### config.mk
export PLATFORM = sky130hd
export DESIGN_NAME = reg_file
export DESIGN_NICKNAME = d
export VERILOG_FILES = /design/src/hw/reg_file.sv
export SDC_FILE = /design/constraint.sdc
export NUM_CORES = 2
export LEC_CHECK = 0
export ABC_AREA = 1
export BUFFER_PORTS_ARGS = -buffer_cell sky130_fd_sc_hd__buf_2
export CORE_MARGIN = 10
export CORE_UTILIZATION = 40
export DETAILED_ROUTE_END_ITERATION = 10
export PLACE_DENSITY = 0.57
export SYNTH_ARGS = -nofsm -noshare
export SYNTH_HDL_FRONTEND = slang
export SYNTH_SLANG_ARGS = --single-unit
export TNS_END_PERCENT = 10
### constraint.sdc
create_clock -name clk -period 3.1 [get_ports clk]
set_clock_uncertainty 0.1 [all_clocks]
set_input_delay 0 -clock clk [delete_from_list [all_inputs] [get_ports clk]]
set_output_delay 0 -clock clk [all_outputs]
set_load 0.01 [all_outputs]
### src/hw/reg_file.sv
module reg_file (
    input  logic        clk,
    input  logic        rst,
    input  logic [4:0]  rs1,
    input  logic [4:0]  rs2,
    input  logic [4:0]  rd,
    input  logic        we,
    input  logic [31:0] wdata,
    output logic [31:0] rdata1,
    output logic [31:0] rdata2
);

    logic [31:0] regs [32];

    always_ff @(posedge clk)
    begin
        if (rst)
        begin
            for (int i = 0; i < 32; i++)
                regs[i] <= 32'b0;
        end
        else if (we && rd != 5'd0)
            regs[rd] <= wdata;
    end

    assign rdata1 = (rs1 == 5'd0) ? 32'b0 : regs[rs1];    // x0 always reads zero
    assign rdata2 = (rs2 == 5'd0) ? 32'b0 : regs[rs2];

endmodule

==> results.tsv <==
stage	metric	value	unit
cells_and_area	area of the multi-input gates	22700	um^2
synthesis	Seq cells post-synth	1024	
pwr	power per cell area	548	nW/um^2
detailed_routing	drt pass-1 iters	8	
cells_and_area	fillers	13600	
cells_and_area	Final Net Count	7220	
detailed_routing	Antenna Nets Post-Route	0	
synthesis	count of cell types in the netlist	19	
synthesis	Syn Area/Cell	7.79	um^2
placement	pre-CTS WS	0.453	ns
worst_setup_path	Crit. End Element	flop	
floorplanning	Core ar.	140000	um^2
worst_setup_path	worst path cell trace	dlygate4sd3_1, buf_2, inv_1, nand3_1, inv_1, nand2_1, nand3_1, inv_1, nand3_1, dlygate4sd3_1, inv_1, buf_4, nand2_2, nand2_2, buf_12	
placement	placed cell areas	59800	um^2
detailed_routing	final wirelength	230000	um
worst_hold_path	Hold Path Stages	3	
sta	min setup slack post-route	0.117	ns
detailed_routing	DR iter-0 viols	7919	
global_routing	largest net degree at the start of global routing	141	
sta	worst slew pin tran	1.32	ns
worst_setup_path	Req. time, crit path	3.43	ns
sta	Finish-stage setup viols	0	
floorplanning	I/O pins	114	
sta	fmax	0.335	GHz
cells_and_area	share of layout cells above drive strength 1	0.0809	
cts	number of setup buffers added after CTS	0	
worst_setup_path	crit path launch type	primary input	
pwr	P_leak	0.0263	uW
synthesis	Ys Warns	0	
synthesis	Post-Syn Instances	7252	
detailed_routing	DR WL/cell	25.2	um
cts	Sink Count	1024	
floorplanning	Initial Utilization	0.404	
global_routing	residual overflow from global routing	0	
synthesis	Mapped Area	56500	um^2
global_routing	vias in the first global route	49600	
cts	CTS Buf Count	115	
synthesis	sequential share of the synthesized area	0.544	
worst_setup_path	Worst path slowest cell	dlygate4sd3_1	
sta	RSZ-0062 raised after global routing	false	
run	Max Cap Viol	0	
worst_setup_path	CP peak stage delay	0.57	ns
cts	CTS tree	done	
global_routing	GRT Resource Usage Total	0.281	
placement	PortBufs	113	
cells_and_area	Area growth syn-to-layout	12.8	%
worst_setup_path	Worst Path Arrival	3.32	ns
global_routing	initial antenna violation count	3	
cts	Longest Clk Path Bufs	3	
floorplanning	Die W	396	um
detailed_routing	drt drc	0	
detailed_routing	vias after detailed routing	53000	
cells_and_area	max reg flops	1024	
detailed_routing	vias per cell	5.80	
global_routing	first-pass GRT wire length	332000	um
cts	Root Driver	clkbuf_16	
cells_and_area	Reg area	30700	um^2
sta	Fin. Hold Viols	0	
sta	Fin Setup TNS	0	ns
cells_and_area	Most flops, register	regs	
cells_and_area	final instance area	63700	um^2
worst_setup_path	kind of critical path	in -> reg	
cells_and_area	most frequent cells in the layout	nand2_1, nor2_1, edfxtp_1, nand3_1, o21ai_0	
sta	Tcrit/Tclk final	0.962	
floorplanning	Die Ht	396	um
cts	Clock transition at path regs	0.06	ns
worst_setup_path	Most common cell on crit path	inv_1	
worst_setup_path	maximum fanout along the worst path	13	
placement	hpwl dp	134000	um
floorplanning	die area	157000	um^2
floorplanning	Core Rows	137	
sta	Worst slew margin	0.112	
sta	fin crit period	2.98	ns
sta	hold_ws	0.0807	ns
cells_and_area	commonest non-fill, non-tap cell in the layout	nand2_1	
sta	max-slew violation count	0	
worst_hold_path	HP Class	in -> reg	
run_status	status	finished clean	
pwr	VDD IR max	0.410	mV
cts	# H-tree levels	3	
placement	RD Place Congestion	0.891	
cells_and_area	biggest registers after layout	regs (1024)	
[layer usage]
layer  vias to the layer above  wire length (um)  GRT usage  share of wire
met1                     25400             88700      0.375           0.39
li1                      23600                 -          -              -
met4                         2             10200      0.127          0.044
met5                         -                 9          0       0.000039
met2                      3403            105000      0.445           0.46
met3                       604             26300     0.0510           0.11
[synth_stat cells]
master    count  area [um^2]
nand2_1    2082         7820
nor2_1     1787         6710
edfxtp_1   1024        30700
nand3_1     984         4920
o21ai_0     396         1980
clkbuf_1    299         1120
buf_2       264         1320
inv_1       151          567
a21oi_1     123          616
buf_1        56          210
o21ai_1      41          205
o211ai_1     22          165
nor3_1        8         40.0
buf_4         5         37.5
buf_6         3         33.8
clkinv_1      3         11.3
inv_2         2         7.51
conb_1        1         3.75
nand4_1       1         6.26
[where the power goes]
group | switching, uW | internal (uW)
Combinational | 3570 | 1340
Clock | 5850 | 7770
Sequential | 397 | 16000
[critical path, delay by kind of cell]
family | cells | cell delay, ns
buffers and inverters | 9 | 2.30
and+or+nand+nor | 6 | 1.00
[final cells by class]
cell class / count / share of cell area
inverter: 156 / 0.00978
timing repair buffer: 397 / 0.0573
clock buffer: 143 / 0.0475
antenna: 1 / 0.0000393
sequential: 1024 / 0.482
multi-input combinational: 5476 / 0.357
clock inverter: 63 / 0.00938
tap: 1876 / 0.0368
[logic make-up (layout without fill, tap and decap cells)]
logic type	Yosys count	after routing	synth area share
compound gates	582	582	0.0525
buf+inv	783	759	0.0586
flops	1024	1024	0.544
other cells	1	33	0.0000663
simple gates	4862	4862	0.345
[what timing repair did]
action                                 4_1_cts  5_1_grt
hold buffers                                33        0
endpoints found under the hold margin      688        0
setup endpoints to repair                    0        1
gates resized for setup                      0        1
[per-stage QoR]
step	util	total power, uW	instances
final	0.456	34900	9136
after detailed placement	0.427	21400	8896
after global routing	0.456	36000	9135
after floorplan	-	19300	7283
after CTS	0.456	34800	9135
after global placement	0.427	21300	8896
[worst paths after layout]
check                     start            to  slack (ns)
worst max-delay path      rd[3]   regs[27][5]        0.12
worst min-delay path  wdata[14]  regs[16][14]        0.08
Note: power is estimated with default switching activity, not from simulation.
