$ cat src/hw/rv_pkg.sv
package rv_pkg;

    // ==============================
    // base opcodes
    // ==============================
    localparam logic [6:0] OP_R      = 7'b0110011;
    localparam logic [6:0] OP_IMM    = 7'b0010011;
    localparam logic [6:0] OP_LOAD   = 7'b0000011;
    localparam logic [6:0] OP_STORE  = 7'b0100011;
    localparam logic [6:0] OP_BRANCH = 7'b1100011;
    localparam logic [6:0] OP_JAL    = 7'b1101111;
    localparam logic [6:0] OP_JALR   = 7'b1100111;
    localparam logic [6:0] OP_LUI    = 7'b0110111;
    localparam logic [6:0] OP_SYSTEM = 7'b1110011;

    // ==============================
    // memory geometry
    // ==============================
    localparam int IMEM_WORDS = 64;
    localparam int DMEM_WORDS = 64;
    localparam int IMEM_AW    = 6;     // word address, byte address bits [7:2]

    typedef enum logic [3:0] {
        ALU_ADD,
        ALU_SUB,
        ALU_AND,
        ALU_OR,
        ALU_XOR,
        ALU_SLT,
        ALU_SLL,
        ALU_SRL,
        ALU_PASS_B
    } alu_op_t;

    // one encoding is left over and falls back to idle
    typedef enum logic [2:0] {
        S_IDLE,
        S_FETCH,
        S_DECODE,
        S_EXECUTE,
        S_MEMORY,
        S_WRITEBACK,
        S_HALT
    } fsm_state_t;

endpackage
$ cat src/hw/instr_mem.sv
module instr_mem (
    input  logic                       clk,
    input  logic                       load_en,
    input  logic [rv_pkg::IMEM_AW-1:0] load_addr,
    input  logic [31:0]                load_data,
    input  logic [rv_pkg::IMEM_AW-1:0] rd_addr,
    output logic [31:0]                rd_data
);

    logic [31:0] mem [rv_pkg::IMEM_WORDS];

    always_ff @(posedge clk)
    begin
        if (load_en)
            mem[load_addr] <= load_data;
        rd_data <= mem[rd_addr];    // read data shows up one cycle after the address
    end

endmodule

$ cat config.mk
export PLATFORM = sky130hd
export DESIGN_NAME = instr_mem
export DESIGN_NICKNAME = d
export VERILOG_FILES = /design/src/hw/rv_pkg.sv /design/src/hw/instr_mem.sv
export SDC_FILE = /design/constraint.sdc
export NUM_CORES = 2
export LEC_CHECK = 0
export BUFFER_PORTS_ARGS = -buffer_cell sky130_fd_sc_hd__buf_2
export CORE_ASPECT_RATIO = 0.9
export CORE_MARGIN = 2
export CORE_UTILIZATION = 50
export DETAILED_ROUTE_END_ITERATION = 6
export PLACE_DENSITY = 0.73
export SLEW_MARGIN = 20
export SYNTH_ARGS = -nofsm -noshare
export SYNTH_HDL_FRONTEND = slang
export SYNTH_SLANG_ARGS = --single-unit
$ cat constraint.sdc
create_clock -name clk -period 4.6 [get_ports clk]
set_clock_uncertainty 0.1 [all_clocks]
set_input_delay 0.46 -clock clk [delete_from_list [all_inputs] [get_ports clk]]
set_output_delay 0.46 -clock clk [all_outputs]
set_load 0.01 [all_outputs]
==> metrics <==
status=completed; Netlist cell types=34; DR DRC count=0; drt first pass iters=5; Final Hold Vio Count=0; FFs w/ async S/R, synth=0; initial antenna violation count=13; prevailing post-synth register cell=edfxtp_1; PortBufs=77; sequential cell area=62100 µm²; Least-Margin Pin Slew=1.15 ns; top-count cell post-synth=edfxtp_1; Initial Utilization=0.505; global route total overflow=0; Fillers=10800; post-DR vias/cell=6.40; fraction of layout cells with a size suffix above 1=0.304; EDFF count, synth=2048; syn avg cell area=23.6 µm²; Die H=380 µm; H-tree Lvls=4; Startpoint Class=primary input; Mapped Area=78500 µm²; nets@finish=3640; Max Fclk=0.310 GHz; Synth Area in Adders=0; worst slew margin relative to its limit=0.228; Wirelength per Cell=32.9 µm; unrepaired setup endpoints after global routing=false; Final period util=0.701; Max Buffers Root-to-Sink=3; Routed Antenna Nets=0; Synth Area in XOR/XNOR=0; WHS=0.0923 ns; VDD IR-drop max=413 µV; Synth Area in Compound Gates=0.0167; Required @ worst endpoint=4.98 ns; register area share after synthesis=0.791; largest family of logic cells by synthesized area=multiplexers; Final TNS setup=0 ns; placed instance count=5480; CTS root buffer=clkbuf_16; multiplexer share of the synthesized area=0.168; detailed router's first-iteration violation count=5849; Core Footprint=155000 µm²; synthesized flop and latch total=2080; Rows=137; final core utilization=0.574; clk_lat worst skew=0.83 ns; critical path class=primary input to register; RD Place Congestion=0.803; Max Cap Viol=0; top post-synthesis cells by area=edfxtp_1, mux4_2, mux2i_1; largest net degree at the start of global routing=88; Non-Filler Instances=5852; Hold Crit Class=primary input to register; pwr dens=437 nW/µm²; clk sink count=2080; die area=160000 µm²; list of most frequent post-synthesis cells=edfxtp_1, mux4_2, nor2_1; Vias=37500; Yosys top cell area share=0.783; largest fanout on the critical path=19; Leakage Power=27.8 nW; DP HPWL=107000 µm; Ports=78; TritonCTS Buffers=193; Ys Warns=0; syn nets=3370; routed wire length=192000 µm; total track usage=0.240; area delta synth->final=13.7%; TritonCTS clock tree=done; min cycle time layout=3.22 ns; Worst Path Arrival=3.60 ns; crit end category=register; vias in the first global route=37800; area of the multi-input gates=16000 µm²; CTS resizes=0; setup violators final=0; Post-Synthesis Cells=3324; Yosys top cell by area=edfxtp_1; clock-pin slew on the worst setup and hold paths=0.06 ns; simple-gate share of the synthesized area=0.0127; Pins Over Slew Limit=0; Die W=422 µm; global-route wire length before repair=274000 µm
worst max-delay path, stage by stage:
cell and delay, ns:
dlygate4sd3_1 0.54, buf_2 0.24, nor2b_1 0.22, nand3_1 0.73
nor2_4 0.97, buf_4 0.42
cell type report:
class	instances	share of cell area
flip-flops and latches	2080	0.696
clock inverters	110	0.0123
diodes	10	0.000280
clock buffers	248	0.0581
multi-input cells	1062	0.179
repair buffers	257	0.0249
well taps	2085	0.0292
repair_timing:
item / in CTS / in global routing
hold endpoints to repair: 4 / 0
setup buffers: 0 / 0
hold buffers: 3 / 0
layer usage:
metal  share of wire  wire length [µm]  global-route usage
met2            0.49             93500               0.379
met4           0.030              5830              0.0846
met3            0.11             21600              0.0604
met1            0.37             71400               0.329
met5        0.000068                13                   0
power by group:
group          internal (W)  leakage (nW)  switching (W)
Sequential           0.0210          18.7      0.0000934
Combinational      0.000734          6.03        0.00120
Clock               0.00917          3.08        0.00683
Total                0.0309          27.8        0.00812
metrics by stage:
stage               worst slack, ns  area (µm²)  total power [W]
CTS                            1.53       89100           0.0392
global route                   1.30       89200           0.0400
global placement              0.886       82800           0.0234
floorplan                     0.880       78500           0.0225
finish                         1.38       89200           0.0390
detailed placement            0.873       82800           0.0234
flip-flops by register name, summed over array words and instances (netlist names):
| signal | flops |
|---|---|
| rd_data | 32 |
| mem | 2048 |
cell usage in the layout, fill, tap and decap left out, types with 26 or more instances in the layout:
master,count
a21oi_1,62
clkbuf_16,199
edfxtp_1,2048
o221ai_1,27
clkinv_2,40
mux4_2,544
clkinv_1,36
o22ai_1,84
buf_12,30
nor2_1,74
dfxtp_1,32
buf_2,46
buf_4,174
nor2_4,62
nand2_1,26
clkbuf_1,47
mux2i_1,93
logic make-up after synthesis:
| kind of cell | after synthesis |
|---|---|
| flip-flops | 2080 |
| AO/OA/AOI/OAI | 202 |
| AND/OR/NAND/NOR | 223 |
| buffers and inverters | 182 |
| multiplexers | 637 |
worst paths after layout:
path | slack, ns | cells after the start | to | start
worst max-delay path | 1.38 | 6 | mem[11][9]$_DFFE_PP_ | load_addr[1]
worst max register to register | 2.06 | 4 | rd_data[21]$_DFF_P_ | mem[3][21]$_DFFE_PP_
worst min-delay path | 0.09 | 1 | mem[50][20]$_DFFE_PP_ | load_data[20]
worst min register to register | 0.66 | 4 | rd_data[4]$_DFF_P_ | mem[12][4]$_DFFE_PP_
No activity file was read; power rests on OpenSTA's default activity.
