--- src/hw/rv_pkg.sv ---
package rv_pkg;

    // ==============================
    // base opcodes
    // ==============================
    localparam logic [6:0] OP_R      = 7'b0110011;
    localparam logic [6:0] OP_IMM    = 7'b0010011;
    localparam logic [6:0] OP_LOAD   = 7'b0000011;
    localparam logic [6:0] OP_STORE  = 7'b0100011;
    localparam logic [6:0] OP_BRANCH = 7'b1100011;
    localparam logic [6:0] OP_JAL    = 7'b1101111;
    localparam logic [6:0] OP_JALR   = 7'b1100111;
    localparam logic [6:0] OP_LUI    = 7'b0110111;
    localparam logic [6:0] OP_SYSTEM = 7'b1110011;

    // ==============================
    // memory geometry
    // ==============================
    localparam int IMEM_WORDS = 64;
    localparam int DMEM_WORDS = 64;
    localparam int IMEM_AW    = 6;     // word address, byte address bits [7:2]

    typedef enum logic [3:0] {
        ALU_ADD,
        ALU_SUB,
        ALU_AND,
        ALU_OR,
        ALU_XOR,
        ALU_SLT,
        ALU_SLL,
        ALU_SRL,
        ALU_PASS_B
    } alu_op_t;

    // one encoding is left over and falls back to idle
    typedef enum logic [2:0] {
        S_IDLE,
        S_FETCH,
        S_DECODE,
        S_EXECUTE,
        S_MEMORY,
        S_WRITEBACK,
        S_HALT
    } fsm_state_t;

endpackage
--- src/hw/data_mem.sv ---
module data_mem (
    input  logic                                  clk,
    input  logic                                  we,
    input  logic [$clog2(rv_pkg::DMEM_WORDS)-1:0] addr,
    input  logic [31:0]                           wdata,
    output logic [31:0]                           rdata
);

    logic [31:0] mem [rv_pkg::DMEM_WORDS];

    always_ff @(posedge clk)
    begin
        if (we)
            mem[addr] <= wdata;
        rdata <= mem[addr];
    end

endmodule

--- config.mk ---
export PLATFORM = sky130hd
export DESIGN_NAME = data_mem
export DESIGN_NICKNAME = d
export VERILOG_FILES = /design/src/hw/rv_pkg.sv /design/src/hw/data_mem.sv
export SDC_FILE = /design/constraint.sdc
export NUM_CORES = 2
export LEC_CHECK = 0
export BUFFER_PORTS_ARGS = -buffer_cell sky130_fd_sc_hd__buf_2
export CORE_AREA = 8 8 369 371
export CTS_BUF_LIST = sky130_fd_sc_hd__clkbuf_2
export DETAILED_ROUTE_END_ITERATION = 10
export DIE_AREA = 0 0 377 379
export PLACE_DENSITY = 0.75
export SYNTH_ARGS = -nofsm -noshare
export SYNTH_HDL_FRONTEND = slang
export SYNTH_SLANG_ARGS = --single-unit
--- constraint.sdc ---
create_clock -name clk -period 4 [get_ports clk]
set_input_delay 0.4 -clock clk [delete_from_list [all_inputs] [get_ports clk]]
set_output_delay 0.4 -clock clk [all_outputs]
set_load 0.01 [all_outputs]
==> results.json <==
{
  "synth-seq-area-share_pct": 78.7,
  "tritoncts": "yes",
  "end_kind": "register",
  "vias": 45800,
  "min_period_over_period_pct": 85.7,
  "outcome": "completed",
  "synth_edf_count": 2048,
  "drtPass1Iterations": 9,
  "hp-start": "wdata[13]",
  "drive_gt1_share_pct": 27.4,
  "setup_viol": 0,
  "die_w_um": 377,
  "synth_area_leaders": "edfxtp_1, mux2i_1, mux4_2",
  "drv_slew": 0,
  "cts.htree.levels": 5,
  "drc": 0,
  "synth_ff_type": "edfxtp_1",
  "synthSimpleGateAreaFrac_pct": 2.81,
  "final_util_pct": 68.1,
  "min_period_ns": 3.43,
  "path_buf_inv": 7,
  "grtUsageTotal_pct": 28.5,
  "grt_max_degree": 99,
  "max_freq_mhz": 292,
  "regToRegEndpoint": "rdata[31]$_DFF_P_",
  "ys_seq_elements": 2080,
  "gp_congestion": 0.872,
  "leakage_nw": 29.9,
  "ir_worst_vdd_mv": 0.313,
  "drt_iter0_drc": 6125,
  "cp_cell_sequence": "dlygate4sd3_1, buf_8, buf_12, nor2b_2, buf_4, a221oi_1, o21ai_0, dlygate4sd3_1, o311ai_0, dlygate4sd3_1, nand4_1, dlygate4sd3_1",
  "die_h_um": 379,
  "synth_most_common_cell": "edfxtp_1",
  "synthAdderAreaFrac_pct": 0,
  "powerDensity_mw_per_mm2": 444,
  "numClockSinks": 2080,
  "root_buffer": "clkbuf_2",
  "whs_path_depth": 4,
  "die_area_mm2": 0.143,
  "grt_pass1_wl_um": 299000,
  "synthXorXnorAreaFrac_pct": 0,
  "reg2regPathDepth": 8,
  "grt-ovfl-total": 0,
  "worstSkewPairLatency_ns": 1.85,
  "hold_viol_final": 0,
  "yosys-top-cells-count": "edfxtp_1, mux2i_1, a22oi_1, a221oi_1, clkbuf_1",
  "ys_types": 56,
  "rsz0062_at_grt": "no",
  "synth-async-reset-ratio_pct": 0,
  "critPathMaxFanout": 41,
  "synthMuxAreaShare_pct": 8.12,
  "port_buffers": 71,
  "synth.largest_area_cell": "edfxtp_1",
  "cts_setup_buffers": 0,
  "clk_pin_slew_ns": 0.10,
  "via_per_inst": 6.55,
  "synth_compound_area_share_pct": 8.66,
  "synth_fp_nets": 4279,
  "core_mm2": 0.130,
  "synthCells": 4239,
  "r2r_start": "mem[27][31]$_DFFE_PP_",
  "synth_top_family_by_area": "compound AO/OA/AOI/OAI gates",
  "crit_top_cell": "dlygate4sd3_1",
  "rows": 133,
  "antenna_found_initial": 6,
  "cpPeakStageDelay_ns": 0.89,
  "dp_hpwl_um": 119000,
  "worst_setup_path_start_kind": "input port",
  "hold_path_class": "in2reg",
  "cts_buffers": 486,
  "r2r_setup_slack_ns": 1.04,
  "wl_um": 206000,
  "cp.arrival_ns": 5.14,
  "synth_warnings": 0,
  "initial_utilization_pct": 60.5,
  "ios": 72,
  "timing.setup.tns_ns": 0,
  "path_delay_family": "buffers and inverters",
  "synth_top_cell_area_share_pct": 77.9,
  "finalNetCount": 4927,
  "grt_pass1_vias": 45600,
  "area_growth_pct": 12.6,
  "fin_skew_ns": 0.143,
  "hold_end": "mem[15][13]$_DFFE_PP_",
  "critPathRequiredTime_ns": 5.71,
  "clockBufferDepth": 4,
  "slew-limit-headroom_pct": 16.1,
  "syn_avg_cell_area_um2": 18.6,
  "syn_area_mm2": 0.0789,
  "maxCapViolCount": 0,
  "cp_slowest_cell": "nor2b_2",
  "ant_nets": 0,
  "worst_pin_slew_ns": 1.23,
  "wl_per_cell_um": 29.5,
  "path_class": "in2reg"
}
[cell type report]
cell class / count / area, µm²
multi-input cells: 1859 / 16000
flip-flops and latches: 2080 / 62100
fillers: 8487 / 41600
clock inverters: 117 / 534
clock buffers: 714 / 3570
diodes: 13 / 32.5
repair buffers: 458 / 4310
inverters: 2 / 15.0
well taps: 1755 / 2200
[cells in the final DEF (no fill, tap or decap), drive strengths merged, types with 32 or more instances in the layout]
| cell | netlist | routed |
|---|---|---|
| mux2 | 147 | 147 |
| mux2i | 259 | 259 |
| o22a | 70 | 70 |
| a21oi | 121 | 121 |
| buf | 129 | 371 |
| a221oi | 175 | 175 |
| clkinv | 0 | 111 |
| a31oi | 43 | 43 |
| o22ai | 93 | 93 |
| a22oi | 188 | 188 |
| nand3 | 54 | 54 |
| dfxtp | 32 | 32 |
| a22o | 66 | 66 |
| edfxtp | 2048 | 2048 |
| nor2 | 145 | 145 |
| clkbuf | 169 | 715 |
| dlygate4sd3 | 0 | 86 |
| mux4 | 96 | 96 |
| o21ai | 85 | 85 |
| and3 | 85 | 85 |
[power by group]
part / internal (mW) / total (mW) / switching (mW)
logic: 0.853 / 2.46 / 1.61
clock network: 4.90 / 12.8 / 7.87
registers: 24.1 / 24.2 / 0.0865
[tightest hold or removal path, cell delays in order]
cell and delay, ns:
dlygate4sd3_1 0.52, dlygate4sd3_1 0.55, buf_2 0.15, buf_12 0.23
[state kept, by name, indices dropped and copies added, names as in the netlist]
signal / flops
mem: 2048
rdata: 32
[metal layers]
layer	track usage, %	up-vias	wire length (µm)
met1	38.2	22900	75600
met2	44.7	3165	96700
li1	-	19300	-
met5	0	-	0
met4	14.4	0	10600
met3	6.18	542	23600
[per-stage QoR]
step,cells,cell area (µm²),power (mW),setup WS [ns],hold WS [ns]
4_1_cts,6984,88800,39.6,0.787,0.0324
3_5_place_dp,6048,83400,27.0,0.209,0.642
5_1_grt,6995,88800,40.7,0.589,0.0792
6_report,6998,88800,39.4,0.571,0.166
2_1_floorplan,4239,78900,25.8,0.361,0.499
3_3_place_gp,6048,83400,26.9,0.237,0.617
[repair_timing]
item / 4_1_cts / 5_1_grt
endpoints found under the setup margin: 0 / 0
resized for setup: 0 / 0
hold endpoints to repair: 4125 / 0
hold buffers: 105 / 0
[cell families (layout without fill, tap and decap cells)]
logic type | Yosys count | in the layout
flip-flops | 2080 | 2080
other | 0 | 13
AND/OR/NAND/NOR | 424 | 424
multiplexers | 502 | 502
buffers and inverters | 300 | 1291
AO/OA/AOI/OAI | 933 | 933
[how the worst max path moves through the flow]
stage / from / end / slack [ns] / depth (start not counted)
floorplan: addr[2] / mem[15][0]$_DFFE_PP_ / 0.36 / 8
global placement: addr[2] / rdata[17]$_DFF_P_ / 0.24 / 9
detailed placement: addr[2] / rdata[17]$_DFF_P_ / 0.21 / 9
CTS: addr[0] / rdata[0]$_DFF_P_ / 0.79 / 12
global route: addr[0] / rdata[0]$_DFF_P_ / 0.59 / 12
finish: addr[0] / rdata[0]$_DFF_P_ / 0.57 / 12
Power figures use the tool's default switching activity.
