`src/hw/rv_pkg.sv`:
```
package rv_pkg;

    // ==============================
    // base opcodes
    // ==============================
    localparam logic [6:0] OP_R      = 7'b0110011;
    localparam logic [6:0] OP_IMM    = 7'b0010011;
    localparam logic [6:0] OP_LOAD   = 7'b0000011;
    localparam logic [6:0] OP_STORE  = 7'b0100011;
    localparam logic [6:0] OP_BRANCH = 7'b1100011;
    localparam logic [6:0] OP_JAL    = 7'b1101111;
    localparam logic [6:0] OP_JALR   = 7'b1100111;
    localparam logic [6:0] OP_LUI    = 7'b0110111;
    localparam logic [6:0] OP_SYSTEM = 7'b1110011;

    // ==============================
    // memory geometry
    // ==============================
    localparam int IMEM_WORDS = 64;
    localparam int DMEM_WORDS = 64;
    localparam int IMEM_AW    = 6;     // word address, byte address bits [7:2]

    typedef enum logic [3:0] {
        ALU_ADD,
        ALU_SUB,
        ALU_AND,
        ALU_OR,
        ALU_XOR,
        ALU_SLT,
        ALU_SLL,
        ALU_SRL,
        ALU_PASS_B
    } alu_op_t;

    // one encoding is left over and falls back to idle
    typedef enum logic [2:0] {
        S_IDLE,
        S_FETCH,
        S_DECODE,
        S_EXECUTE,
        S_MEMORY,
        S_WRITEBACK,
        S_HALT
    } fsm_state_t;

endpackage
```
`src/hw/control_fsm.sv`:
```
module control_fsm (
    input  logic               clk,
    input  logic               rst,
    input  logic               start,
    input  logic               is_load,
    input  logic               is_store,
    input  logic               is_branch,
    input  logic               is_jump,
    input  logic               is_halt,
    input  logic               branch_taken,
    output rv_pkg::fsm_state_t state,
    output logic               ir_load,
    output logic               opnd_load,
    output logic               res_load,
    output logic               dmem_we,
    output logic               rf_we,
    output logic               pc_step,
    output logic               pc_jump,
    output logic               retire,
    output logic               halted
);

    rv_pkg::fsm_state_t state_next;

    always_ff @(posedge clk)
    begin
        if (rst)
            state <= rv_pkg::S_IDLE;
        else
            state <= state_next;
    end

    // ==============================
    // next state
    // ==============================
    always_comb
    begin
        state_next = state;
        case (state)
            rv_pkg::S_IDLE:
            begin
                if (start)
                    state_next = rv_pkg::S_FETCH;
            end
            rv_pkg::S_FETCH:
                state_next = rv_pkg::S_DECODE;
            rv_pkg::S_DECODE:
            begin
                if (is_halt)
                    state_next = rv_pkg::S_HALT;    // ecall stops here and never retires
                else
                    state_next = rv_pkg::S_EXECUTE;
            end
            rv_pkg::S_EXECUTE:
            begin
                if (is_load || is_store)
                    state_next = rv_pkg::S_MEMORY;
                else
                    state_next = rv_pkg::S_WRITEBACK;
            end
            rv_pkg::S_MEMORY:
                state_next = rv_pkg::S_WRITEBACK;
            rv_pkg::S_WRITEBACK:
                state_next = rv_pkg::S_FETCH;
            rv_pkg::S_HALT:
                state_next = rv_pkg::S_HALT;        // only reset leaves halt
            default:
                state_next = rv_pkg::S_IDLE;
        endcase
    end

    // ==============================
    // phase strobes
    // ==============================
    assign ir_load   = (state == rv_pkg::S_FETCH);
    assign opnd_load = (state == rv_pkg::S_DECODE);
    assign res_load  = (state == rv_pkg::S_EXECUTE);
    assign dmem_we   = (state == rv_pkg::S_MEMORY) && is_store;

    assign rf_we   = (state == rv_pkg::S_WRITEBACK);    // top level masks this with writes_rd
    assign retire  = (state == rv_pkg::S_WRITEBACK);
    assign pc_jump = (state == rv_pkg::S_WRITEBACK) && (is_jump || (is_branch && branch_taken));
    assign pc_step = (state == rv_pkg::S_WRITEBACK) && !pc_jump;
    assign halted  = (state == rv_pkg::S_HALT);

endmodule

```
`config.mk`:
```
export PLATFORM = sky130hd
export DESIGN_NAME = control_fsm
export DESIGN_NICKNAME = d
export VERILOG_FILES = /design/src/hw/rv_pkg.sv /design/src/hw/control_fsm.sv
export SDC_FILE = /design/constraint.sdc
export NUM_CORES = 1
export LEC_CHECK = 0
export BUFFER_PORTS_ARGS = -buffer_cell sky130_fd_sc_hd__buf_4
export CAP_MARGIN = 20
export CELL_PAD_IN_SITES_DETAIL_PLACEMENT = 0
export CELL_PAD_IN_SITES_GLOBAL_PLACEMENT = 1
export CORE_AREA = 10 10 47 49
export DETAILED_ROUTE_END_ITERATION = 6
export DIE_AREA = 0 0 57 59
export HOLD_SLACK_MARGIN = 0.08
export PLACE_DENSITY_LB_ADDON = 0.25
export SYNTH_ARGS = -nofsm -noshare
export SYNTH_HDL_FRONTEND = slang
export SYNTH_SLANG_ARGS = --single-unit
```
`constraint.sdc`:
```
create_clock -name clk -period 2.15 [get_ports clk]
set_clock_uncertainty 0.2 [all_clocks]
set_input_delay 0.215 -clock clk [delete_from_list [all_inputs] [get_ports clk]]
set_output_delay 0.215 -clock clk [all_outputs]
set_load 0.05 [all_outputs]
```
==> impl_results.md <==
* Status: finished, final reports clean
* Element type at the critical path end: flip-flop
* Dpl cells at 63
* Detail Route Antenna Nets at 0
* Largest net degree at the start of global routing at 13
* Die X at around 57 um
* Layout cells sized above 1 at 0.537
* Syn_area_per_cell at 7.84 um2
* CTS Buf Count at 3
* Max Slew Vio Count at 0
* CTS tree: built
* Post-Synthesis Cells at 30
* Core Footprint at between 1000 and 1500 um2
* Drt wl/cell at between 10 and 15 um
* Die height at 59 um
* Hold Crit Start: is_halt
* Biggest register: state
* Sw Share at 0.459
* Clock Sinks at 3
* Worst slack at placement at 0.615 ns
* Syn Nets at 39
* Internal at ~200 uW
* Buffers on Ports at 20
* RR Endpoint: state[2]
* Via-to-Cell Ratio at 4.21
* Setup ws final at 0.320 ns
* Antenna cell count at 0
* Biggest regs: state: 3 flops
* Final count of hold timing violations at 0
* Syn. warnings at 0
* Most frequent cells in the layout: buf_4, nor2_1, clkbuf_4, dlygate4sd3_1, dfxtp_1
* H-tree levels at 1
* Worst Path Arrival at ~1.8 ns
* Setup CP Type: in2reg
* R2R Path Start: state[1]
* Root Driver: clkbuf_4
* Setup TNS at 0 ns
* Worst Hold Class: in2reg
* Initial antenna violation count at 0
* Comb pwr share at 0.482
* Tightest Pin Transition at 0.359 ns
* Drt drc at 0
* Asr flop ratio synth at 0
* CP Data Required Time at 2.10 ns
* Crit path max fanout at 1
* Part of the power in registers at 0.244
* Non-filler instance count after layout at 70
* Final GP Congestion at between 0.6 and 0.7
* Fin nets at 64
* Die area at 3360 um2
* GR Overflow Total at 0
* Seq cells post-synth at 3
* Main synth FF type: dfxtp_1
* RSZ-0062 raised after global routing: no
* Via count at 295
* Row count at 14
* CTS Buffer Depth at 2
* Setup crit end: state[0]
* Synth unique cells at 20
* Combined area of the multi-input logic cells at 141 um2
* Drt total wl at 859 um
* Final setup violation count at 0
* Fillcell total at 161
* Clk_lat worst skew at 0.24 ns
* CTS resizes at 0
* Tot GR Track Use at 0.0550
* Worst IR Drop VDD at 0.329 mV
* Post-synth EDFFs at 0
* Worst-path clk slew at around 0.040 ns
* Max Cap Viol at 0
* Register area at between 60 and 70 um2
* First-pass GRT wire length at 1410 um
* Fin crit period at ~1.8 ns
* Sequential share of the synthesized area at 0.255
* Max reg flops at 3
* Number of global-route vias before repair at 313
* Pre-Repair DR Iteration Count at 2
* Layout overhead on the synthesized area at 86.7%
* Pwr/cell area at 851 nW/um2
* Power share of the clock group at 0.274
* P_leak at ~0.23 nW
* Tcrit/Tclk final at 0.851
* CP startpoint kind: input port
* Initial DRC Count at 10
* Commonest non-fill, non-tap cell in the layout: buf_4
* Starting Density at 0.168
* R2R Setup Slk at 0.86 ns
* Slew Limit Headroom at 0.757
* Cell Area, Synth at 235 um2
* Worst setup path start: is_load
* Register-to-Register Path Depth at 3
* Achievable clock frequency at approximately 550 MHz
* IO Count at 21
* Sw Pwr at 171 uW
* DP Wirelength at 705 um
-- cells in the mapped netlist, types with 2 or more instances --
cell,instances,area [um2]
nand2_1,2,7.51
dfxtp_1,3,60.1
a21oi_1,2,10.0
buf_4,3,22.5
inv_1,2,7.51
nor2_1,4,15.0
-- how the worst min path moves through the flow --
stage                           to  slack (ns)  cells after the start
after global routing      state[0]        0.09                      3
final                     state[0]        0.09                      3
after floorplan           state[1]        0.08                      1
after global placement    state[2]        0.20                      2
after detailed placement  state[1]        0.20                      2
after CTS                 state[0]        0.09                      3
-- cells by family after synthesis --
| kind of cell | synth area share |
|---|---|
| AND/OR/NAND/NOR | 0.330 |
| flip-flops | 0.255 |
| multiplexers | 0.0479 |
| AO/OA/AOI/OAI | 0.223 |
| buffers and inverters | 0.144 |
-- critical path, cell delays in order --
cell,delay (ns)
dlygate4sd3_1,0.53
buf_4,0.13
nor2_1,0.07
dlygate4sd3_1,0.55
nand2_1,0.07
a221oi_2,0.22
-- area by class of cell --
class / count / area share
Clock buffer: 4 / 0.0598
Inverter: 3 / 0.0256
Multi-Input combinational cell: 21 / 0.322
Sequential cell: 3 / 0.137
Tap cell: 16 / 0.0456
Timing Repair Buffer: 23 / 0.410
-- metrics by stage --
stage | hold WS [ns] | util | area (um2) | power, mW
3_3_place_gp | 0.201 | 0.273 | 383 | 0.271
3_5_place_dp | 0.202 | 0.273 | 383 | 0.271
4_1_cts | 0.0884 | 0.313 | 439 | 0.381
2_1_floorplan | 0.0841 | - | 235 | 0.218
6_report | 0.0920 | 0.313 | 439 | 0.374
5_1_grt | 0.0941 | 0.313 | 439 | 0.402
-- what timing repair did --
item,CTS,global route
hold endpoints to repair,3,0
hold buffers,3,0
buffers inserted,0,0
-- metal layers --
layer	GRT usage	part of all wire	up-vias
met4	0.0503	0.020	0
met2	0.0729	0.42	17
met5	0	0	-
met3	0.0429	0.14	2
met1	0.0536	0.42	126
li1	-	-	150
-- power by group through the flow --
stage	Clock, mW	Sequential (mW)	Combinational [mW]
after floorplan	0	0.111	0.107
after global placement	0	0.0927	0.179
after detailed placement	0	0.0919	0.179
after CTS	0.107	0.0907	0.183
after global routing	0.116	0.0939	0.192
final	0.102	0.0913	0.180
Note: power is estimated with default switching activity, not from simulation.
