==> config.mk <==
export PLATFORM = sky130hd
export DESIGN_NAME = instr_decoder
export DESIGN_NICKNAME = d
export VERILOG_FILES = /design/src/hw/rv_pkg.sv /design/src/hw/instr_decoder.sv
export SDC_FILE = /design/constraint.sdc
export NUM_CORES = 1
export LEC_CHECK = 0
export ABC_AREA = 1
export BUFFER_PORTS_ARGS = -buffer_cell sky130_fd_sc_hd__buf_2
export CELL_PAD_IN_SITES_DETAIL_PLACEMENT = 1
export CELL_PAD_IN_SITES_GLOBAL_PLACEMENT = 2
export CORE_MARGIN = 2
export CORE_UTILIZATION = 17
export DETAILED_ROUTE_END_ITERATION = 6
export PLACE_DENSITY_LB_ADDON = 0.1
export SYNTH_ARGS = -nofsm -noshare
export SYNTH_HDL_FRONTEND = slang
export SYNTH_SLANG_ARGS = --single-unit
==> constraint.sdc <==
create_clock -name vclk -period 2.73
set_input_delay 0.4095 -clock vclk [all_inputs]
set_output_delay 0.4095 -clock vclk [all_outputs]
set_load 0.1 [all_outputs]
==> src/hw/rv_pkg.sv <==
package rv_pkg;

    // ==============================
    // base opcodes
    // ==============================
    localparam logic [6:0] OP_R      = 7'b0110011;
    localparam logic [6:0] OP_IMM    = 7'b0010011;
    localparam logic [6:0] OP_LOAD   = 7'b0000011;
    localparam logic [6:0] OP_STORE  = 7'b0100011;
    localparam logic [6:0] OP_BRANCH = 7'b1100011;
    localparam logic [6:0] OP_JAL    = 7'b1101111;
    localparam logic [6:0] OP_JALR   = 7'b1100111;
    localparam logic [6:0] OP_LUI    = 7'b0110111;
    localparam logic [6:0] OP_SYSTEM = 7'b1110011;

    // ==============================
    // memory geometry
    // ==============================
    localparam int IMEM_WORDS = 64;
    localparam int DMEM_WORDS = 64;
    localparam int IMEM_AW    = 6;     // word address, byte address bits [7:2]

    typedef enum logic [3:0] {
        ALU_ADD,
        ALU_SUB,
        ALU_AND,
        ALU_OR,
        ALU_XOR,
        ALU_SLT,
        ALU_SLL,
        ALU_SRL,
        ALU_PASS_B
    } alu_op_t;

    // one encoding is left over and falls back to idle
    typedef enum logic [2:0] {
        S_IDLE,
        S_FETCH,
        S_DECODE,
        S_EXECUTE,
        S_MEMORY,
        S_WRITEBACK,
        S_HALT
    } fsm_state_t;

endpackage
==> src/hw/instr_decoder.sv <==
module instr_decoder (
    input  logic [31:0]     instruction,
    output logic [6:0]      opcode,
    output logic [6:0]      funct7,
    output logic [2:0]      funct3,
    output logic [4:0]      rs1,
    output logic [4:0]      rs2,
    output logic [4:0]      rd,
    output logic [31:0]     imm,
    output logic            alu_source,    // 0 means register, 1 means immediate
    output rv_pkg::alu_op_t alu_op,
    output logic            is_load,
    output logic            is_store,
    output logic            is_branch,
    output logic            is_jump,
    output logic            is_jalr,
    output logic            is_halt,
    output logic            writes_rd,
    output logic            branch_ne
);

    always_comb
    begin
        opcode     = instruction[6:0];
        funct7     = 7'b0;
        funct3     = 3'b0;
        rs1        = 5'b0;
        rs2        = 5'b0;
        rd         = 5'b0;
        imm        = 32'b0;
        alu_source = 1'b0;
        alu_op     = rv_pkg::ALU_ADD;
        is_load    = 1'b0;
        is_store   = 1'b0;
        is_branch  = 1'b0;
        is_jump    = 1'b0;
        is_jalr    = 1'b0;
        is_halt    = 1'b0;
        writes_rd  = 1'b0;
        branch_ne  = 1'b0;

        case (opcode)
            rv_pkg::OP_R, rv_pkg::OP_IMM:
            begin
                funct3    = instruction[14:12];
                rs1       = instruction[19:15];
                rd        = instruction[11:7];
                writes_rd = 1'b1;
                if (opcode == rv_pkg::OP_R)
                begin
                    funct7 = instruction[31:25];
                    rs2    = instruction[24:20];
                end
                else
                begin
                    imm        = {{20{instruction[31]}}, instruction[31:20]};
                    alu_source = 1'b1;
                end
                case (funct3)
                    3'b000:
                    begin
                        if (funct7[5])                   // only R type carries funct7 here
                            alu_op = rv_pkg::ALU_SUB;
                        else
                            alu_op = rv_pkg::ALU_ADD;
                    end
                    3'b001:  alu_op = rv_pkg::ALU_SLL;
                    3'b010:  alu_op = rv_pkg::ALU_SLT;
                    3'b100:  alu_op = rv_pkg::ALU_XOR;
                    3'b101:  alu_op = rv_pkg::ALU_SRL;
                    3'b110:  alu_op = rv_pkg::ALU_OR;
                    3'b111:  alu_op = rv_pkg::ALU_AND;
                    default: alu_op = rv_pkg::ALU_ADD;
                endcase
            end
            rv_pkg::OP_LOAD, rv_pkg::OP_JALR:
            begin
                funct3     = instruction[14:12];
                rs1        = instruction[19:15];
                rd         = instruction[11:7];
                imm        = {{20{instruction[31]}}, instruction[31:20]};
                alu_source = 1'b1;
                writes_rd  = 1'b1;
                is_load    = (opcode == rv_pkg::OP_LOAD);
                is_jump    = (opcode == rv_pkg::OP_JALR);
                is_jalr    = (opcode == rv_pkg::OP_JALR);
            end
            rv_pkg::OP_STORE:
            begin
                funct3     = instruction[14:12];
                rs1        = instruction[19:15];
                rs2        = instruction[24:20];
                imm        = {{20{instruction[31]}}, instruction[31:25], instruction[11:7]};
                alu_source = 1'b1;
                is_store   = 1'b1;
            end
            rv_pkg::OP_BRANCH:
            begin
                funct3    = instruction[14:12];
                rs1       = instruction[19:15];
                rs2       = instruction[24:20];
                imm       = {{19{instruction[31]}}, instruction[31], instruction[7],
                             instruction[30:25], instruction[11:8], 1'b0};
                alu_op    = rv_pkg::ALU_SUB;     // compare rs1 against rs2 through zero
                is_branch = (funct3[2:1] == 2'b00);
                branch_ne = funct3[0];
            end
            rv_pkg::OP_JAL:
            begin
                rd        = instruction[11:7];
                imm       = {{11{instruction[31]}}, instruction[31], instruction[19:12],
                             instruction[20], instruction[30:21], 1'b0};
                writes_rd = 1'b1;
                is_jump   = 1'b1;
            end
            rv_pkg::OP_LUI:
            begin
                rd         = instruction[11:7];
                imm        = {instruction[31:12], 12'b0};
                alu_source = 1'b1;
                alu_op     = rv_pkg::ALU_PASS_B;
                writes_rd  = 1'b1;
            end
            rv_pkg::OP_SYSTEM:
                is_halt = (instruction[14:12] == 3'b000);
            default:
                is_halt = 1'b0;                  // anything else runs as a no-op
        endcase
    end

endmodule

==> impl_metrics.csv, run 1 <==
group,metric,value,unit
worst_hold_path,hp-class,"in2out",
worst_setup_path,slowest_stage,"nand2_1",
die,initial_utilization,17.6,%
worst_setup_path,worstSetupPathType,"in2out",
clock_tree,ctsHoldBuffers,0,
placed_design,port_buffers,109,
cells_and_area,clock_buffers,0,
grt,grtUsageTotal,14.7,%
placed_design,pre_cts_ws,219,ps
worst_setup_path,worst_path_largest_cell_delay,390,ps
yosys,yosysSeqAreaShare,0,%
sta,finalSetupTns,0,ps
cells_and_area,antenna_cells,0,
worst_setup_path,timing.critical_path.arrival,2050,ps
worst_setup_path,cp.required,2320,ps
route,drtAntennaViolNets,0,
cells_and_area,nets,417,
worst_setup_path,crit_buf_inv,3,
placed_design,gp_congestion,0.777,
yosys,syn_avg_cell_area,4.50,um^2
die,die-area,8250,um^2
route,routed_wl,6310,um
die,fp.dieW,90.9,um
grt,grt_max_degree,22,
clock_tree,post_cts_resized,0,
grt,grt_pass1_vias,2059,
flow_run,cap_violations,0,
worst_setup_path,endpoint_kind,"output port",
grt,overflow,0,
placed_design,hpwl,5360,um
die,ios,109,
sta,setup_slack,270,ps
die,core_area,7290,um^2
power_and_ir_drop,pwr_density_cell,128,nW/um^2
cells_and_area,layout-drive-gt1-share,35.0,%
yosys,synthesis.area,1280,um^2
sta,hold_viol,0,
worst_setup_path,crit_chain,"buf_2 > inv_1 > nand2_2 > nor2_8 > nand2_2 > nand3_2 > nand2_1 > nand2_1 > buf_12",
worst_setup_path,cpLargestDelayFamily,"simple AND/OR/NAND/NOR gates",
cells_and_area,syn2layout_area_growth,112,%
cells_and_area,final_cell_count_no_fill,482,
yosys,yosysWarnings,0,
worst_setup_path,cp-start-kind,"input pin",
yosys,synth_cells,285,
grt,antenna_found_initial,0,
cells_and_area,seq_cells,0,
cells_and_area,regArea,0,um^2
sta,period_minus_slack,2460,ps
status,status,"finished clean",
sta,rsz0062_at_grt,"no",
yosys,synth_top_area_cell,"nand2_1",
placed_design,dpl.cell_count,482,
sta,slew_viol_final,0,
sta,finalCritPeriodShare,90.1,%
power_and_ir_drop,vdd_drop_max,85.2,uV
sta,fmax,407,MHz
yosys,synth_nets,317,
route,drcViolationCount,0,
sta,max_slew_margin,55.8,%
worst_setup_path,crit_path_max_fanout,21,
sta,worstMarginPinSlew,661,ps
route,drt_iter0_drc,52,
yosys,synth_cell_types,22,
die,die_y,90.9,um
yosys,synth_top_area_share,24.6,%
power_and_ir_drop,leakagePower,1.57,nW
route,drt_pass1_iterations,4,
clock_tree,postCtsSetupRepairBufs,0,
yosys,synth.area.top_cells,"nand2_1, nor2_1, inv_1, nand4_1, nand3_1",
die,rows,31,
route,wl_per_cell,13.1,um
grt,grt_pass1_wl,10400,um
sta,hold_slack,1190,ps
sta,setup_viol,0,
route,num_vias,2040,
route,viasPerCell,4.23,
==> final cells by class <==
type                            count  area (um^2)
Fill cell                         979         4570
Timing Repair Buffer              116         1420
Multi-Input combinational cell    223         1010
Inverter                           44          165
Tap cell                           99          124
==> final timing paths <==
kind	startpoint	end	slack [ps]	cells after the start
max	instruction[4]	imm[24]	270	9
min	instruction[16]	rs1[1]	1190	4
==> synth_stat cells <==
cell type  instances
inv_1             43
nand2_2            6
o21ai_0           12
nand2_1           84
nor2_1            65
o21ai_1            1
nor3_1             1
clkbuf_1           3
buf_2              4
nand2_4            1
buf_6              3
nor2_8             1
nand3_1           18
nor2_2             4
nand3_2            1
nor2_4             1
nor4_1             1
clkbuf_2           1
inv_2              1
nand4_1           15
a21oi_1           12
buf_4              7
==> report_power, final <==
group	internal (mW)	total, mW	switching, mW	leakage, nW
sequential	0	0	0	0
clock	0	0	0	0
combinational	0.0958	0.348	0.253	1.57
==> routing by layer <==
layer,part of all wire (%),up-vias,track usage [%]
li1,-,1072,-
met1,50,901,21.2
met2,45,67,25.3
met3,4.9,0,1.34
met4,0,0,0
met5,0,-,0
==> layout by cell type, fill, tap and decap left out, drive strengths merged <==
cell / instances
nand2: 91
nor4: 1
nand4: 15
o21ai: 13
buf: 116
nor2: 71
a21oi: 12
nor3: 1
inv: 44
nand3: 19
==> tightest hold or removal path: cells and delay by family <==
kind	cells	cell delay, ps
buffers and inverters	3	300
and+or+nand+nor	1	60
==> stage by stage <==
step                      utilization (%)  total power, mW  area [um^2]
final                                37.3            0.348         2720
after global routing                 37.3            0.366         2720
after CTS                            37.3            0.351         2720
after detailed placement             37.3            0.350         2720
after global placement               37.3            0.348         2720
after floorplan                         -            0.221         1290
==> cell families after synthesis <==
| family | after synthesis | synth area share, % |
|---|---|---|
| and+or+nand+nor | 198 | 67.8 |
| AOI/OAI and AO/OA | 25 | 9.76 |
| buffers and inverters | 62 | 22.4 |
Power figures use the tool's default switching activity.
==> run 2: changes to the inputs <==
--- a/config.mk
+++ b/config.mk
@@ -13,6 +13,7 @@
 export CORE_UTILIZATION = 17
 export DETAILED_ROUTE_END_ITERATION = 6
 export PLACE_DENSITY_LB_ADDON = 0.1
+export RECOVER_POWER = 25
 export SYNTH_ARGS = -nofsm -noshare
 export SYNTH_HDL_FRONTEND = slang
 export SYNTH_SLANG_ARGS = --single-unit
==> run 2 against run 1 <==
Effect of this change: utilization down 1.4 points; die area is the same; non-clock buffer count unchanged; flip-flop and latch count stayed put; first-iteration DRC count shrank 12%; global-route usage unchanged; critical path depth stayed put; wire length up 0.35%; total power is 1.5% lower.
==> impl_metrics.csv, run 2 (same netlist as run 1, synthesis figures left out) <==
group,metric,value,unit
sta,worstMarginPinSlew,1170,ps
power_and_ir_drop,pwr_density_cell,131,nW/um^2
die,die_y,90.9,um
die,fp.dieW,90.9,um
route,drtAntennaViolNets,0,
cells_and_area,layout_common_cells,"nand2_1, nor2_1, buf_12",
sta,setup_viol,0,
die,ios,109,
clock_tree,post_cts_resized,0,
cells_and_area,clock_buffers,0,
worst_setup_path,cpLargestDelayFamily,"simple AND/OR/NAND/NOR gates",
worst_setup_path,crit_buf_inv,3,
clock_tree,postCtsSetupRepairBufs,0,
sta,max_slew_margin,22.5,%
worst_setup_path,cp.required,2320,ps
placed_design,hpwl,5360,um
worst_hold_path,hp-class,"in2out",
route,num_vias,2036,
cells_and_area,seq_cells,0,
grt,grt_pass1_vias,2059,
sta,finalSetupTns,0,ps
cells_and_area,regArea,0,um^2
route,drt_pass1_iterations,4,
grt,grtUsageTotal,14.7,%
grt,grt_pass1_wl,10400,um
cells_and_area,layout-drive-gt1-share,32.4,%
worst_setup_path,crit_chain,"buf_2 > inv_1 > nand2_2 > nor2_8 > nand2_2 > nand3_2 > nand2_1 > nand2_1 > buf_12",
cells_and_area,finish.utilization,35.8,%
power_and_ir_drop,leakagePower,1.52,nW
sta,hold_slack,1190,ps
flow_run,cap_violations,0,
placed_design,port_buffers,109,
sta,period_minus_slack,2450,ps
worst_setup_path,worst_path_largest_cell_delay,390,ps
sta,slew_viol_final,0,
worst_setup_path,endpoint_kind,"output port",
route,wl_per_cell,13.1,um
route,drcViolationCount,0,
power_and_ir_drop,vdd_drop_max,84.1,uV
route,drt_iter0_drc,46,
sta,fmax,408,MHz
die,rows,31,
cells_and_area,syn2layout_area_growth,104,%
route,routed_wl,6330,um
sta,hold_viol,0,
grt,overflow,0,
grt,antenna_found_initial,0,
sta,rsz0062_at_grt,"no",
worst_setup_path,cp-start-kind,"input pin",
die,die-area,8250,um^2
worst_setup_path,crit_path_max_fanout,21,
cells_and_area,antenna_cells,0,
route,viasPerCell,4.22,
cells_and_area,nets,417,
worst_setup_path,worstSetupPathType,"in2out",
clock_tree,ctsHoldBuffers,0,
grt,grt_max_degree,22,
status,status,"finished clean",
worst_setup_path,slowest_stage,"nand2_1",
worst_setup_path,timing.critical_path.arrival,2040,ps
placed_design,gp_congestion,0.777,
die,core_area,7290,um^2
cells_and_area,final_common_cell,"nand2_1",
sta,finalCritPeriodShare,89.9,%
die,initial_utilization,17.6,%
-- run 2: path summary, 6_finish.rpt --
kind / endpoint / startpoint / depth (start not counted) / slack, ps
setup / recovery: imm[24] / instruction[4] / 9 / 280
hold / removal: rs1[1] / instruction[16] / 4 / 1190
-- run 2: final cells by class --
class | count | area, um^2
inverter | 44 | 165
timing repair buffer | 116 | 1320
fill | 992 | 4680
multi-input combinational | 223 | 1010
tap | 99 | 124
-- run 2: power breakdown --
| part | switching (mW) | internal, mW |
|---|---|---|
| logic | 0.252 | 0.0908 |
| clock network | 0 | 0 |
| registers | 0 | 0 |
-- run 2: stage by stage --
| step | area, um^2 | worst slack [ps] | cells | power, mW |
|---|---|---|---|---|
| 6_report | 2610 | 277 | 482 | 0.343 |
| 3_3_place_gp | 2720 | 265 | 482 | 0.348 |
| 2_1_floorplan | 1290 | -79.7 | 285 | 0.221 |
| 3_5_place_dp | 2720 | 219 | 482 | 0.350 |
| 4_1_cts | 2720 | 219 | 482 | 0.351 |
| 5_1_grt | 2610 | 42.6 | 482 | 0.361 |
-- run 2: routing by layer --
metal / wire, um / GRT usage, %
met3: 268 / 1.34
met5: 0 / 0
met4: 0 / 0
met2: 2850 / 25.3
met1: 3220 / 21.2
